File: config.mk
export PLATFORM = sky130hd
export DESIGN_NAME = aluCore
export DESIGN_NICKNAME = d
export VERILOG_FILES = /design/src/logic/rvAluPkg.sv /design/src/logic/mainDecode.sv /design/src/logic/aluDecode.sv /design/src/logic/aluExecute.sv /design/src/logic/resultStage.sv /design/src/logic/aluCore.sv
export SDC_FILE = /design/constraint.sdc
export NUM_CORES = 1
export LEC_CHECK = 0
export BUFFER_PORTS_ARGS = -buffer_cell sky130_fd_sc_hd__buf_2
export CAP_MARGIN = 20
export CELL_PAD_IN_SITES_DETAIL_PLACEMENT = 1
export CELL_PAD_IN_SITES_GLOBAL_PLACEMENT = 1
export CORE_UTILIZATION = 51
export CTS_BUF_LIST = sky130_fd_sc_hd__clkbuf_4 sky130_fd_sc_hd__clkbuf_8
export CTS_CLUSTER_SIZE = 10
export DETAILED_ROUTE_END_ITERATION = 12
export PLACE_DENSITY = 0.95
export SLEW_MARGIN = 5
export SYNTH_ARGS = -nofsm -noshare
export SYNTH_HDL_FRONTEND = slang
export SYNTH_SLANG_ARGS = --single-unit
File: constraint.sdc
create_clock -name clk -period 7 [get_ports clk]
set_input_delay 1.4 -clock clk [delete_from_list [all_inputs] [get_ports clk]]
set_output_delay 1.4 -clock clk [all_outputs]
set_load 0.01 [all_outputs]
File: src/logic/rvAluPkg.sv
`default_nettype none

package rvAluPkg;

    // Widths fixed by the RV32I encoding
    typedef logic [31:0] dataWord;      // Operand, immediate, pc, result
    typedef logic [31:0] instrWord;     // Raw instruction
    typedef logic [6:0]  opcodeField;   // instr[6:0]
    typedef logic [2:0]  aluOpClass;    // Instruction class for aluDecode
    typedef logic [3:0]  aluCtrl;       // Operation select for aluExecute

    // Supported major opcodes
    localparam opcodeField OpRType  = 7'b0110011;   // add, sub, sll ...
    localparam opcodeField OpIType  = 7'b0010011;   // addi, slli ...
    localparam opcodeField OpBranch = 7'b1100011;   // beq .. bgeu
    localparam opcodeField OpJalr   = 7'b1100111;   // jalr

    // Class codes handed from mainDecode to aluDecode
    localparam aluOpClass AluOpR      = 3'b000;
    localparam aluOpClass AluOpI      = 3'b001;
    localparam aluOpClass AluOpBranch = 3'b100;
    localparam aluOpClass AluOpJalr   = 3'b101;

    // Arithmetic and logic codes, shared by R and I type
    localparam aluCtrl CtrlAdd  = 4'd0;
    localparam aluCtrl CtrlSub  = 4'd1;
    localparam aluCtrl CtrlAnd  = 4'd2;
    localparam aluCtrl CtrlOr   = 4'd3;
    localparam aluCtrl CtrlXor  = 4'd4;
    localparam aluCtrl CtrlSll  = 4'd5;
    localparam aluCtrl CtrlSrl  = 4'd6;
    localparam aluCtrl CtrlSra  = 4'd7;
    localparam aluCtrl CtrlSlt  = 4'd8;
    localparam aluCtrl CtrlSltu = 4'd9;

    // Branch compare codes
    localparam aluCtrl CtrlBeq  = 4'd10;
    localparam aluCtrl CtrlBne  = 4'd11;
    localparam aluCtrl CtrlBlt  = 4'd12;
    localparam aluCtrl CtrlBge  = 4'd13;
    localparam aluCtrl CtrlBltu = 4'd14;
    localparam aluCtrl CtrlBgeu = 4'd15;

endpackage

`default_nettype wire

File: src/logic/mainDecode.sv
`timescale 1ns/100ps
`default_nettype none

module mainDecode (
    input  wire                        clk,
    input  wire                        reset,        // Sync, active high
    input  wire                        instrValid,
    output logic                       instrReady,
    input  wire rvAluPkg::instrWord    instr,
    input  wire rvAluPkg::dataWord     rs1Value,
    input  wire rvAluPkg::dataWord     rs2Value,
    input  wire rvAluPkg::dataWord     pc,
    output logic                       decValid,
    input  wire                        decReady,     // From resultStage
    output rvAluPkg::aluOpClass        aluOp,
    output logic [2:0]                 funct3,       // instr[14:12]
    output logic                       funct7b5,     // instr[30]
    output rvAluPkg::dataWord          srcA,
    output rvAluPkg::dataWord          srcB,
    output rvAluPkg::dataWord          pcD,
    output rvAluPkg::dataWord          immD,
    output logic                       illegalD
);

    rvAluPkg::opcodeField opcode;
    rvAluPkg::dataWord    iImm;           // Sign-extended I immediate
    rvAluPkg::dataWord    bImm;           // Sign-extended B immediate
    rvAluPkg::dataWord    immNext;
    rvAluPkg::aluOpClass  aluOpNext;
    logic                 useRs2;         // R type and branches read rs2
    logic                 illegalNext;
    logic                 load;

    assign opcode = instr[6:0];
    assign iImm   = {{20{instr[31]}}, instr[31:20]};
    assign bImm   = {{19{instr[31]}}, instr[31], instr[7], instr[30:25], instr[11:8], 1'b0};

    // Opcode decode
    always_comb begin
        aluOpNext   = rvAluPkg::AluOpR;
        immNext     = iImm;
        useRs2      = 1'b0;
        illegalNext = 1'b0;
        case (opcode)
            rvAluPkg::OpRType: begin
                aluOpNext = rvAluPkg::AluOpR;
                useRs2    = 1'b1;                    // Register-register
            end
            rvAluPkg::OpIType: begin
                aluOpNext = rvAluPkg::AluOpI;        // Shamt sits in imm[4:0]
            end
            rvAluPkg::OpBranch: begin
                aluOpNext = rvAluPkg::AluOpBranch;
                immNext   = bImm;                    // Branch offset
                useRs2    = 1'b1;                    // Compare rs1 with rs2
            end
            rvAluPkg::OpJalr: begin
                aluOpNext = rvAluPkg::AluOpJalr;
            end
            default: begin
                illegalNext = 1'b1;                  // Anything else unsupported
            end
        endcase
    end

    // Stage accepts when empty or draining downstream
    assign instrReady = ~decValid | decReady;
    assign load       = instrValid & instrReady;

    always_ff @(posedge clk) begin
        if (reset) begin
            decValid <= 1'b0;
        end else if (instrReady) begin
            decValid <= instrValid;                  // Bubble if no input
        end
    end

    // Decoded payload captured on each transfer
    always_ff @(posedge clk) begin
        if (load) begin
            aluOp    <= aluOpNext;
            funct3   <= instr[14:12];
            funct7b5 <= instr[30];
            srcA     <= rs1Value;
            srcB     <= useRs2 ? rs2Value : immNext;
            pcD      <= pc;
            immD     <= immNext;
            illegalD <= illegalNext;
        end
    end

endmodule

`default_nettype wire

File: src/logic/aluDecode.sv
`timescale 1ns/100ps
`default_nettype none

module aluDecode (
    input  wire rvAluPkg::aluOpClass aluOp,     // Class from mainDecode
    input  wire [2:0]                funct3,    // instr[14:12]
    input  wire                      funct7b5,  // instr[30]
    output rvAluPkg::aluCtrl         ctrl
);

    always_comb begin
        case (aluOp)
            // Register-register, funct3 and bit 30 together
            rvAluPkg::AluOpR: begin
                case ({funct3, funct7b5})
                    4'b0000: ctrl = rvAluPkg::CtrlAdd;
                    4'b0001: ctrl = rvAluPkg::CtrlSub;
                    4'b0010: ctrl = rvAluPkg::CtrlSll;
                    4'b0100: ctrl = rvAluPkg::CtrlSlt;
                    4'b0110: ctrl = rvAluPkg::CtrlSltu;
                    4'b1000: ctrl = rvAluPkg::CtrlXor;
                    4'b1010: ctrl = rvAluPkg::CtrlSrl;
                    4'b1011: ctrl = rvAluPkg::CtrlSra;
                    4'b1100: ctrl = rvAluPkg::CtrlOr;
                    4'b1110: ctrl = rvAluPkg::CtrlAnd;
                    default: ctrl = rvAluPkg::CtrlAdd;   // Unknown funct7 combo
                endcase
            end

            // Immediate forms, bit 30 is part of the immediate
            rvAluPkg::AluOpI: begin
                case (funct3)
                    3'b000:  ctrl = rvAluPkg::CtrlAdd;   // addi, no subi
                    3'b001:  ctrl = rvAluPkg::CtrlSll;
                    3'b010:  ctrl = rvAluPkg::CtrlSlt;
                    3'b011:  ctrl = rvAluPkg::CtrlSltu;
                    3'b100:  ctrl = rvAluPkg::CtrlXor;
                    3'b101: begin
                        // Right shift only place bit 30 matters here
                        ctrl = funct7b5 ? rvAluPkg::CtrlSra : rvAluPkg::CtrlSrl;
                    end
                    3'b110:  ctrl = rvAluPkg::CtrlOr;
                    default: ctrl = rvAluPkg::CtrlAnd;   // 3'b111
                endcase
            end

            // Conditional branches
            rvAluPkg::AluOpBranch: begin
                case (funct3)
                    3'b000:  ctrl = rvAluPkg::CtrlBeq;
                    3'b001:  ctrl = rvAluPkg::CtrlBne;
                    3'b100:  ctrl = rvAluPkg::CtrlBlt;
                    3'b101:  ctrl = rvAluPkg::CtrlBge;
                    3'b110:  ctrl = rvAluPkg::CtrlBltu;
                    3'b111:  ctrl = rvAluPkg::CtrlBgeu;
                    default: ctrl = rvAluPkg::CtrlAdd;   // Reserved funct3
                endcase
            end

            // jalr target is rs1 + imm
            rvAluPkg::AluOpJalr: ctrl = rvAluPkg::CtrlAdd;

            default: ctrl = rvAluPkg::CtrlAdd;
        endcase
    end

endmodule

`default_nettype wire

File: src/logic/aluExecute.sv
`timescale 1ns/100ps
`default_nettype none

module aluExecute (
    input  wire rvAluPkg::aluCtrl    ctrl,
    input  wire rvAluPkg::aluOpClass aluOp,
    input  wire rvAluPkg::dataWord   srcA,      // rs1
    input  wire rvAluPkg::dataWord   srcB,      // rs2 or immediate
    input  wire rvAluPkg::dataWord   pcD,
    input  wire rvAluPkg::dataWord   immD,
    input  wire                      illegalD,
    output rvAluPkg::dataWord        exResult,
    output logic                     exTaken
);

    rvAluPkg::dataWord aluValue;
    logic [4:0]        shamt;
    logic              isEqual;
    logic              lessSigned;
    logic              lessUnsigned;
    logic              cmpTrue;            // Branch condition met

    assign shamt        = srcB[4:0];       // Low 5 bits only
    assign isEqual      = (srcA == srcB);
    assign lessSigned   = ($signed(srcA) < $signed(srcB));
    assign lessUnsigned = (srcA < srcB);

    // Arithmetic, logic, shift and set-less-than
    always_comb begin
        case (ctrl)
            rvAluPkg::CtrlAdd:  aluValue = srcA + srcB;
            rvAluPkg::CtrlSub:  aluValue = srcA - srcB;
            rvAluPkg::CtrlAnd:  aluValue = srcA & srcB;
            rvAluPkg::CtrlOr:   aluValue = srcA | srcB;
            rvAluPkg::CtrlXor:  aluValue = srcA ^ srcB;
            rvAluPkg::CtrlSll:  aluValue = srcA << shamt;
            rvAluPkg::CtrlSrl:  aluValue = srcA >> shamt;
            rvAluPkg::CtrlSra:  aluValue = $signed(srcA) >>> shamt;   // Sign fill
            rvAluPkg::CtrlSlt:  aluValue = {31'd0, lessSigned};
            rvAluPkg::CtrlSltu: aluValue = {31'd0, lessUnsigned};
            default:            aluValue = '0;                        // Branch codes
        endcase
    end

    // Branch comparator
    always_comb begin
        case (ctrl)
            rvAluPkg::CtrlBeq:  cmpTrue = isEqual;
            rvAluPkg::CtrlBne:  cmpTrue = ~isEqual;
            rvAluPkg::CtrlBlt:  cmpTrue = lessSigned;
            rvAluPkg::CtrlBge:  cmpTrue = ~lessSigned;
            rvAluPkg::CtrlBltu: cmpTrue = lessUnsigned;
            rvAluPkg::CtrlBgeu: cmpTrue = ~lessUnsigned;
            default:            cmpTrue = 1'b0;
        endcase
    end

    // Final value per class
    always_comb begin
        exResult = aluValue;
        exTaken  = 1'b0;
        if (illegalD) begin
            exResult = '0;                                   // Flagged, no value
            exTaken  = 1'b0;
        end else if (aluOp == rvAluPkg::AluOpBranch) begin
            exResult = pcD + immD;                           // Branch target
            exTaken  = cmpTrue;
        end else if (aluOp == rvAluPkg::AluOpJalr) begin
            exResult = {aluValue[31:1], 1'b0};               // rs1 + imm, LSB cleared
            exTaken  = 1'b1;
        end
    end

endmodule

`default_nettype wire

File: src/logic/resultStage.sv
`timescale 1ns/100ps
`default_nettype none

module resultStage (
    input  wire                    clk,
    input  wire                    reset,          // Sync, active high
    input  wire                    decValid,
    output logic                   decReady,
    input  wire rvAluPkg::dataWord exResult,
    input  wire                    exTaken,
    input  wire                    illegalD,
    output logic                   resultValid,
    input  wire                    resultReady,
    output rvAluPkg::dataWord      result,
    output logic                   branchTaken,
    output logic                   illegal
);

    logic load;

    // Free slot when empty or being drained this cycle
    assign decReady = ~resultValid | resultReady;
    assign load     = decValid & decReady;

    always_ff @(posedge clk) begin
        if (reset) begin
            resultValid <= 1'b0;
        end else if (decReady) begin
            resultValid <= decValid;               // Empties if nothing arrives
        end
    end

    // Held stable under back-pressure
    always_ff @(posedge clk) begin
        if (load) begin
            result      <= exResult;
            branchTaken <= exTaken;
            illegal     <= illegalD;
        end
    end

endmodule

`default_nettype wire

File: src/logic/aluCore.sv
`timescale 1ns/100ps
`default_nettype none

module aluCore (
    input  wire                     clk,
    input  wire                     reset,         // Sync, active high
    input  wire                     instrValid,
    output logic                    instrReady,
    input  wire rvAluPkg::instrWord instr,
    input  wire rvAluPkg::dataWord  rs1Value,
    input  wire rvAluPkg::dataWord  rs2Value,
    input  wire rvAluPkg::dataWord  pc,
    output logic                    resultValid,
    input  wire                     resultReady,
    output rvAluPkg::dataWord       result,
    output logic                    branchTaken,
    output logic                    illegal
);

    // Decode stage to execute
    logic                decValid;
    logic                decReady;
    rvAluPkg::aluOpClass aluOp;
    logic [2:0]          funct3;
    logic                funct7b5;
    rvAluPkg::dataWord   srcA;
    rvAluPkg::dataWord   srcB;
    rvAluPkg::dataWord   pcD;
    rvAluPkg::dataWord   immD;
    logic                illegalD;

    // Execute to result stage
    rvAluPkg::aluCtrl    ctrl;
    rvAluPkg::dataWord   exResult;
    logic                exTaken;

    mainDecode uDecode (
        .clk(clk), .reset(reset),
        .instrValid(instrValid), .instrReady(instrReady),
        .instr(instr), .rs1Value(rs1Value), .rs2Value(rs2Value), .pc(pc),
        .decValid(decValid), .decReady(decReady),
        .aluOp(aluOp), .funct3(funct3), .funct7b5(funct7b5),
        .srcA(srcA), .srcB(srcB), .pcD(pcD), .immD(immD), .illegalD(illegalD)
    );

    aluDecode uAluDecode (
        .aluOp(aluOp), .funct3(funct3), .funct7b5(funct7b5), .ctrl(ctrl)
    );

    aluExecute uExecute (
        .ctrl(ctrl), .aluOp(aluOp), .srcA(srcA), .srcB(srcB),
        .pcD(pcD), .immD(immD), .illegalD(illegalD),
        .exResult(exResult), .exTaken(exTaken)
    );

    resultStage uResult (
        .clk(clk), .reset(reset),
        .decValid(decValid), .decReady(decReady),
        .exResult(exResult), .exTaken(exTaken), .illegalD(illegalD),
        .resultValid(resultValid), .resultReady(resultReady),
        .result(result), .branchTaken(branchTaken), .illegal(illegal)
    );

endmodule

`default_nettype wire

==> impl_results.html <==
<table>
<tr><th>Metric</th><th>Value</th></tr>
<tr><th colspan="2">Finish</th></tr>
<tr><td>FILL cells</td><td>3856</td></tr>
<tr><td>Growth of design area from synthesis to finish</td><td>8.19%</td></tr>
<tr><td>Final-stage net count</td><td>between 2k and 2.5k</td></tr>
<tr><td>Area taken by multi-input logic gates</td><td>11200 sq um</td></tr>
<tr><td>Fraction of layout instances using a drive strength above 1</td><td>17.6%</td></tr>
<tr><td>FF+latch area</td><td>4590 sq um</td></tr>
<tr><th colspan="2">STA</th></tr>
<tr><td>Setup TNS</td><td>0 ps</td></tr>
<tr><td>Final critical-path required period</td><td>4580 ps</td></tr>
<tr><td>Total of endpoints with negative setup slack in the final report</td><td>0</td></tr>
<tr><td>Worst clock skew on the final layout</td><td>21.1 ps</td></tr>
<tr><td>Rel. slew slack</td><td>17.1%</td></tr>
<tr><td>Unrepaired setup endpoints after global routing</td><td>no</td></tr>
<tr><td>Pins over their slew limit</td><td>0</td></tr>
<tr><td>Worst-case hold slack</td><td>558 ps</td></tr>
<tr><td>Max Fclk</td><td>0.218 GHz</td></tr>
<tr><td>Final worst setup slack</td><td>about 2400 ps</td></tr>
<tr><td>Slew @ Worst Pin</td><td>around 1200 ps</td></tr>
<tr><td>Tcrit/Tclk final</td><td>65.5%</td></tr>
<tr><td>Final hold viol count</td><td>0</td></tr>
<tr><th colspan="2">Synthesis</th></tr>
<tr><td>Number of enable flip-flop cells after synthesis</td><td>between 100 and 150</td></tr>
<tr><td>Total standard cell area after synthesis</td><td>~17000 sq um</td></tr>
<tr><td>Proportion of synthesized chip area in sequential cells</td><td>27.3%</td></tr>
<tr><td>Share of synthesized flip-flops with an asynchronous set or reset</td><td>0%</td></tr>
<tr><td>Count leader, synth</td><td>sky130_fd_sc_hd__nor2_1</td></tr>
<tr><td>Flip-flop and latch count after synthesis</td><td>155</td></tr>
<tr><td>Largest cells by area after synthesis</td><td>sky130_fd_sc_hd__edfxtp_1, sky130_fd_sc_hd__ha_1, sky130_fd_sc_hd__mux4_2</td></tr>
<tr><td>Commonest cells in the netlist</td><td>sky130_fd_sc_hd__nor2_1, sky130_fd_sc_hd__edfxtp_1, sky130_fd_sc_hd__nand2_1</td></tr>
<tr><td>Cell count after synthesis</td><td>1925</td></tr>
<tr><td>Main synth FF type</td><td>sky130_fd_sc_hd__edfxtp_1</td></tr>
<tr><td>Post-synth top area share</td><td>about a quarter</td></tr>
<tr><td>Post-synth net total</td><td>2192</td></tr>
<tr><td>Yosys synthesis warning count</td><td>0</td></tr>
<tr><td>Cell type with the largest total area after synthesis</td><td>sky130_fd_sc_hd__edfxtp_1</td></tr>
<tr><td>Mapped Avg Cell Area</td><td>around 8.7 sq um</td></tr>
<tr><td>Unique cell type count in the Yosys netlist</td><td>97</td></tr>
<tr><th colspan="2">Placed design</th></tr>
<tr><td>IO buf count</td><td>162</td></tr>
<tr><td>Minimum setup slack after placement</td><td>2680 ps</td></tr>
<tr><td>Gp weighted congestion</td><td>approximately 1.1</td></tr>
<tr><td>Post-detailed-placement half-perimeter wirelength</td><td>53000 um</td></tr>
<tr><th colspan="2">Routing</th></tr>
<tr><td>DRT met1 WL</td><td>approximately 27000 um</td></tr>
<tr><td>Total routed wirelength</td><td>~70000 um</td></tr>
<tr><td>Router iterations before antenna repair</td><td>6</td></tr>
<tr><td>Highest routed layer</td><td>met4</td></tr>
<tr><td>Antenna Nets Post-Route</td><td>0</td></tr>
<tr><td>Wire length on met2</td><td>33200 um</td></tr>
<tr><td>Via count</td><td>17.5k</td></tr>
<tr><td>Total DRC errors in the routed layout</td><td>0</td></tr>
<tr><td>Routed wire length on met3</td><td>~7000 um</td></tr>
<tr><td>Avg WL per Cell</td><td>29.3 um</td></tr>
<tr><td>Via-per-instance ratio</td><td>about 7.1</td></tr>
<tr><td>Count of routing violations after the opening detailed-route iteration</td><td>around 2.1k</td></tr>
<tr><th colspan="2">Critical path</th></tr>
<tr><td>Worst endpoint data arrival time</td><td>4860 ps</td></tr>
<tr><td>Critical Path End Type</td><td>flip-flop</td></tr>
<tr><td>Startpoint Class</td><td>flip-flop</td></tr>
<tr><td>Setup CP Type</td><td>flip-flop to flip-flop</td></tr>
<tr><td>Delay of the slowest cell on the worst path</td><td>670 ps</td></tr>
<tr><td>Critical Path RT</td><td>7270 ps</td></tr>
<tr><td>Worst-path fanout max</td><td>53</td></tr>
<tr><td>CP Cell Sequence</td><td>buf_4 -&gt; buf_4 -&gt; mux2_2 -&gt; mux2i_1 -&gt; nand2_1 -&gt; a31oi_1 -&gt; nor2_1 -&gt; o21ai_0 -&gt; nand4_1 -&gt; a221oi_1 -&gt; o22ai_1</td></tr>
<tr><td>Number of buffer and inverter instances along the worst setup path</td><td>2</td></tr>
<tr><td>Most common cell on crit path</td><td>sky130_fd_sc_hd__buf_4</td></tr>
<tr><td>Crit-path leading delay family</td><td>compound AO/OA/AOI/OAI gates</td></tr>
<tr><td>Highest-delay cell along the critical path</td><td>sky130_fd_sc_hd__buf_4</td></tr>
<tr><th colspan="2">CTS</th></tr>
<tr><td>CTS clk-pin slew, worst paths</td><td>90 ps</td></tr>
<tr><td>TritonCTS buffer count</td><td>17</td></tr>
<tr><td>Clock latency on the worst-skew pair</td><td>around 550 ps</td></tr>
<tr><td>CTS Hold Buffers Added</td><td>0</td></tr>
<tr><td>Root buffer cell</td><td>sky130_fd_sc_hd__clkbuf_8</td></tr>
<tr><td>Level count of the clock H-tree</td><td>4</td></tr>
<tr><td>TritonCTS clock tree</td><td>done</td></tr>
<tr><td>Buffer levels on the longest clock path</td><td>2</td></tr>
<tr><td>Post-CTS setup buffer count</td><td>0</td></tr>
<tr><td>Count of cells resized by post-cts repair</td><td>0</td></tr>
<tr><td>Clock Sinks</td><td>roughly 160</td></tr>
<tr><th colspan="2">Flow run</th></tr>
<tr><td>Max-capacitance violation count</td><td>0</td></tr>
<tr><th colspan="2">GRT</th></tr>
<tr><td>Final global-route overflow total</td><td>0</td></tr>
<tr><td>Global-route wire length before repair</td><td>108000 um</td></tr>
<tr><td>Vias in the first global route</td><td>17.7k</td></tr>
<tr><td>GR Util All Layers</td><td>42.7%</td></tr>
<tr><td>Antenna violations before repair</td><td>1</td></tr>
<tr><td>Maximum number of pins on one net before global-route repair</td><td>70</td></tr>
<tr><th colspan="2">Die</th></tr>
<tr><td>Effective utilization at floorplan</td><td>51.8%</td></tr>
<tr><td>Row count</td><td>66</td></tr>
<tr><td>Area of the core region</td><td>32500 sq um</td></tr>
<tr><td>Horiz. Die Dim</td><td>184 um</td></tr>
<tr><td>Die Ht</td><td>184 um</td></tr>
<tr><td># IOs</td><td>between 150 and 200</td></tr>
<tr><td>Die area</td><td>33700 sq um</td></tr>
<tr><th colspan="2">Pwr</th></tr>
<tr><td>IR Drop Worst-Case VDD</td><td>around 0.18 mV</td></tr>
<tr><td>Leakage dissipation</td><td>7.32 nW</td></tr>
<tr><td>Total power divided by cell area</td><td>about 170 nW/um^2</td></tr>
<tr><td>Total Power</td><td>3.17 mW</td></tr>
<tr><th colspan="2">Worst hold path</th></tr>
<tr><td>Path category of the worst min-delay check</td><td>flip-flop to flip-flop</td></tr>
<tr><th colspan="2">Outcome</th></tr>
<tr><td>Status</td><td>complete, no violations</td></tr>
</table>
metal layers:
metal	up-vias	track usage, %
li1	7474	-
met1	8552	51.2
met2	1172	69.8
met3	304	8.30
met4	0	28.2
met5	-	0
power breakdown:
group          total (mW)  leakage, nW  internal (mW)  switching, mW
clock               0.737        0.190          0.308          0.429
sequential           1.14         1.49           1.08         0.0641
combinational        1.29         5.64          0.454          0.840
metrics by stage:
step | utilization (%) | std cells | area [sq um]
finish | 56.0 | 2458 | 18200
global route | 56.0 | 2456 | 18200
CTS | 55.9 | 2455 | 18200
detailed placement | 54.7 | 2423 | 17800
global placement | 54.7 | 2423 | 17800
floorplan | - | 1925 | 16800
placed cells by master (no fill, tap or decap), drive strengths merged, types with 11 or more instances in the layout:
| cell type | netlist | final |
|---|---|---|
| a211o | 11 | 11 |
| a211oi | 50 | 50 |
| a21o | 54 | 54 |
| a21oi | 142 | 142 |
| a221o | 14 | 14 |
| a221oi | 17 | 17 |
| a31oi | 24 | 24 |
| and2 | 22 | 22 |
| and3 | 13 | 13 |
| buf | 65 | 190 |
| clkbuf | 68 | 20 |
| edfxtp | 149 | 149 |
| ha | 132 | 132 |
| inv | 112 | 117 |
| mux2 | 33 | 33 |
| mux2i | 49 | 49 |
| mux4 | 47 | 47 |
| nand2 | 152 | 152 |
| nand2b | 26 | 26 |
| nand3 | 33 | 33 |
| nand4 | 11 | 11 |
| nor2 | 185 | 185 |
| nor2b | 16 | 16 |
| nor3 | 41 | 41 |
| o211ai | 44 | 44 |
| o21a | 11 | 11 |
| o21ai | 124 | 124 |
| o21bai | 16 | 16 |
| o221ai | 20 | 20 |
| o22ai | 43 | 43 |
| or2 | 11 | 11 |
| or3 | 15 | 15 |
| xnor2 | 24 | 24 |
| xor2 | 11 | 11 |
cells by family after synthesis:
kind of cell / count (synthesis) / synth area share (%)
compound gates: 667 / 27.3
xor+xnor: 35 / 1.82
fa+ha+maj: 135 / 10.2
buf+inv: 248 / 6.30
flops: 155 / 27.3
mux: 129 / 11.4
simple gates: 556 / 15.6
final timing paths:
kind | depth (start not counted) | slack [ps] | to | startpoint
setup / recovery | 11 | 2420 | uResult.result[26] | uDecode.srcB[1]
hold / removal | 2 | 560 | uDecode.decValid | uDecode.decValid
setup reg to reg | 11 | 2420 | uResult.result[26] | uDecode.srcB[1]
hold reg to reg | 2 | 560 | uDecode.decValid | uDecode.decValid
worst min-delay path: cells and delay by family (launching register included):
kind / cells / cell delay, ps
and+or+nand+nor: 1 / 50
DFF: 1 / 350
AOI/OAI and AO/OA: 1 / 130
area by class of cell:
cell class              instances  share of cell area, %
flip-flops and latches        155                   25.3
inverters                     115                   2.39
clock buffers                  20                   1.45
well taps                     442                   3.04
clock inverters                12                  0.736
repair buffers                190                   5.68
diodes                          2                 0.0275
multi-input cells            1522                   61.4
registers in the layout, indices dropped and copies added, names as in the netlist, named ones only:
name	flops
uDecode.srcA	32
uDecode.funct3	3
uDecode.srcB	32
uDecode.illegalD	1
uResult.branchTaken	1
uDecode.aluOp	2
uResult.result	32
uResult.illegal	1
uDecode.immD	13
uResult.resultValid	1
uDecode.pcD	32
uDecode.decValid	1
Power figures use the tool's default switching activity.
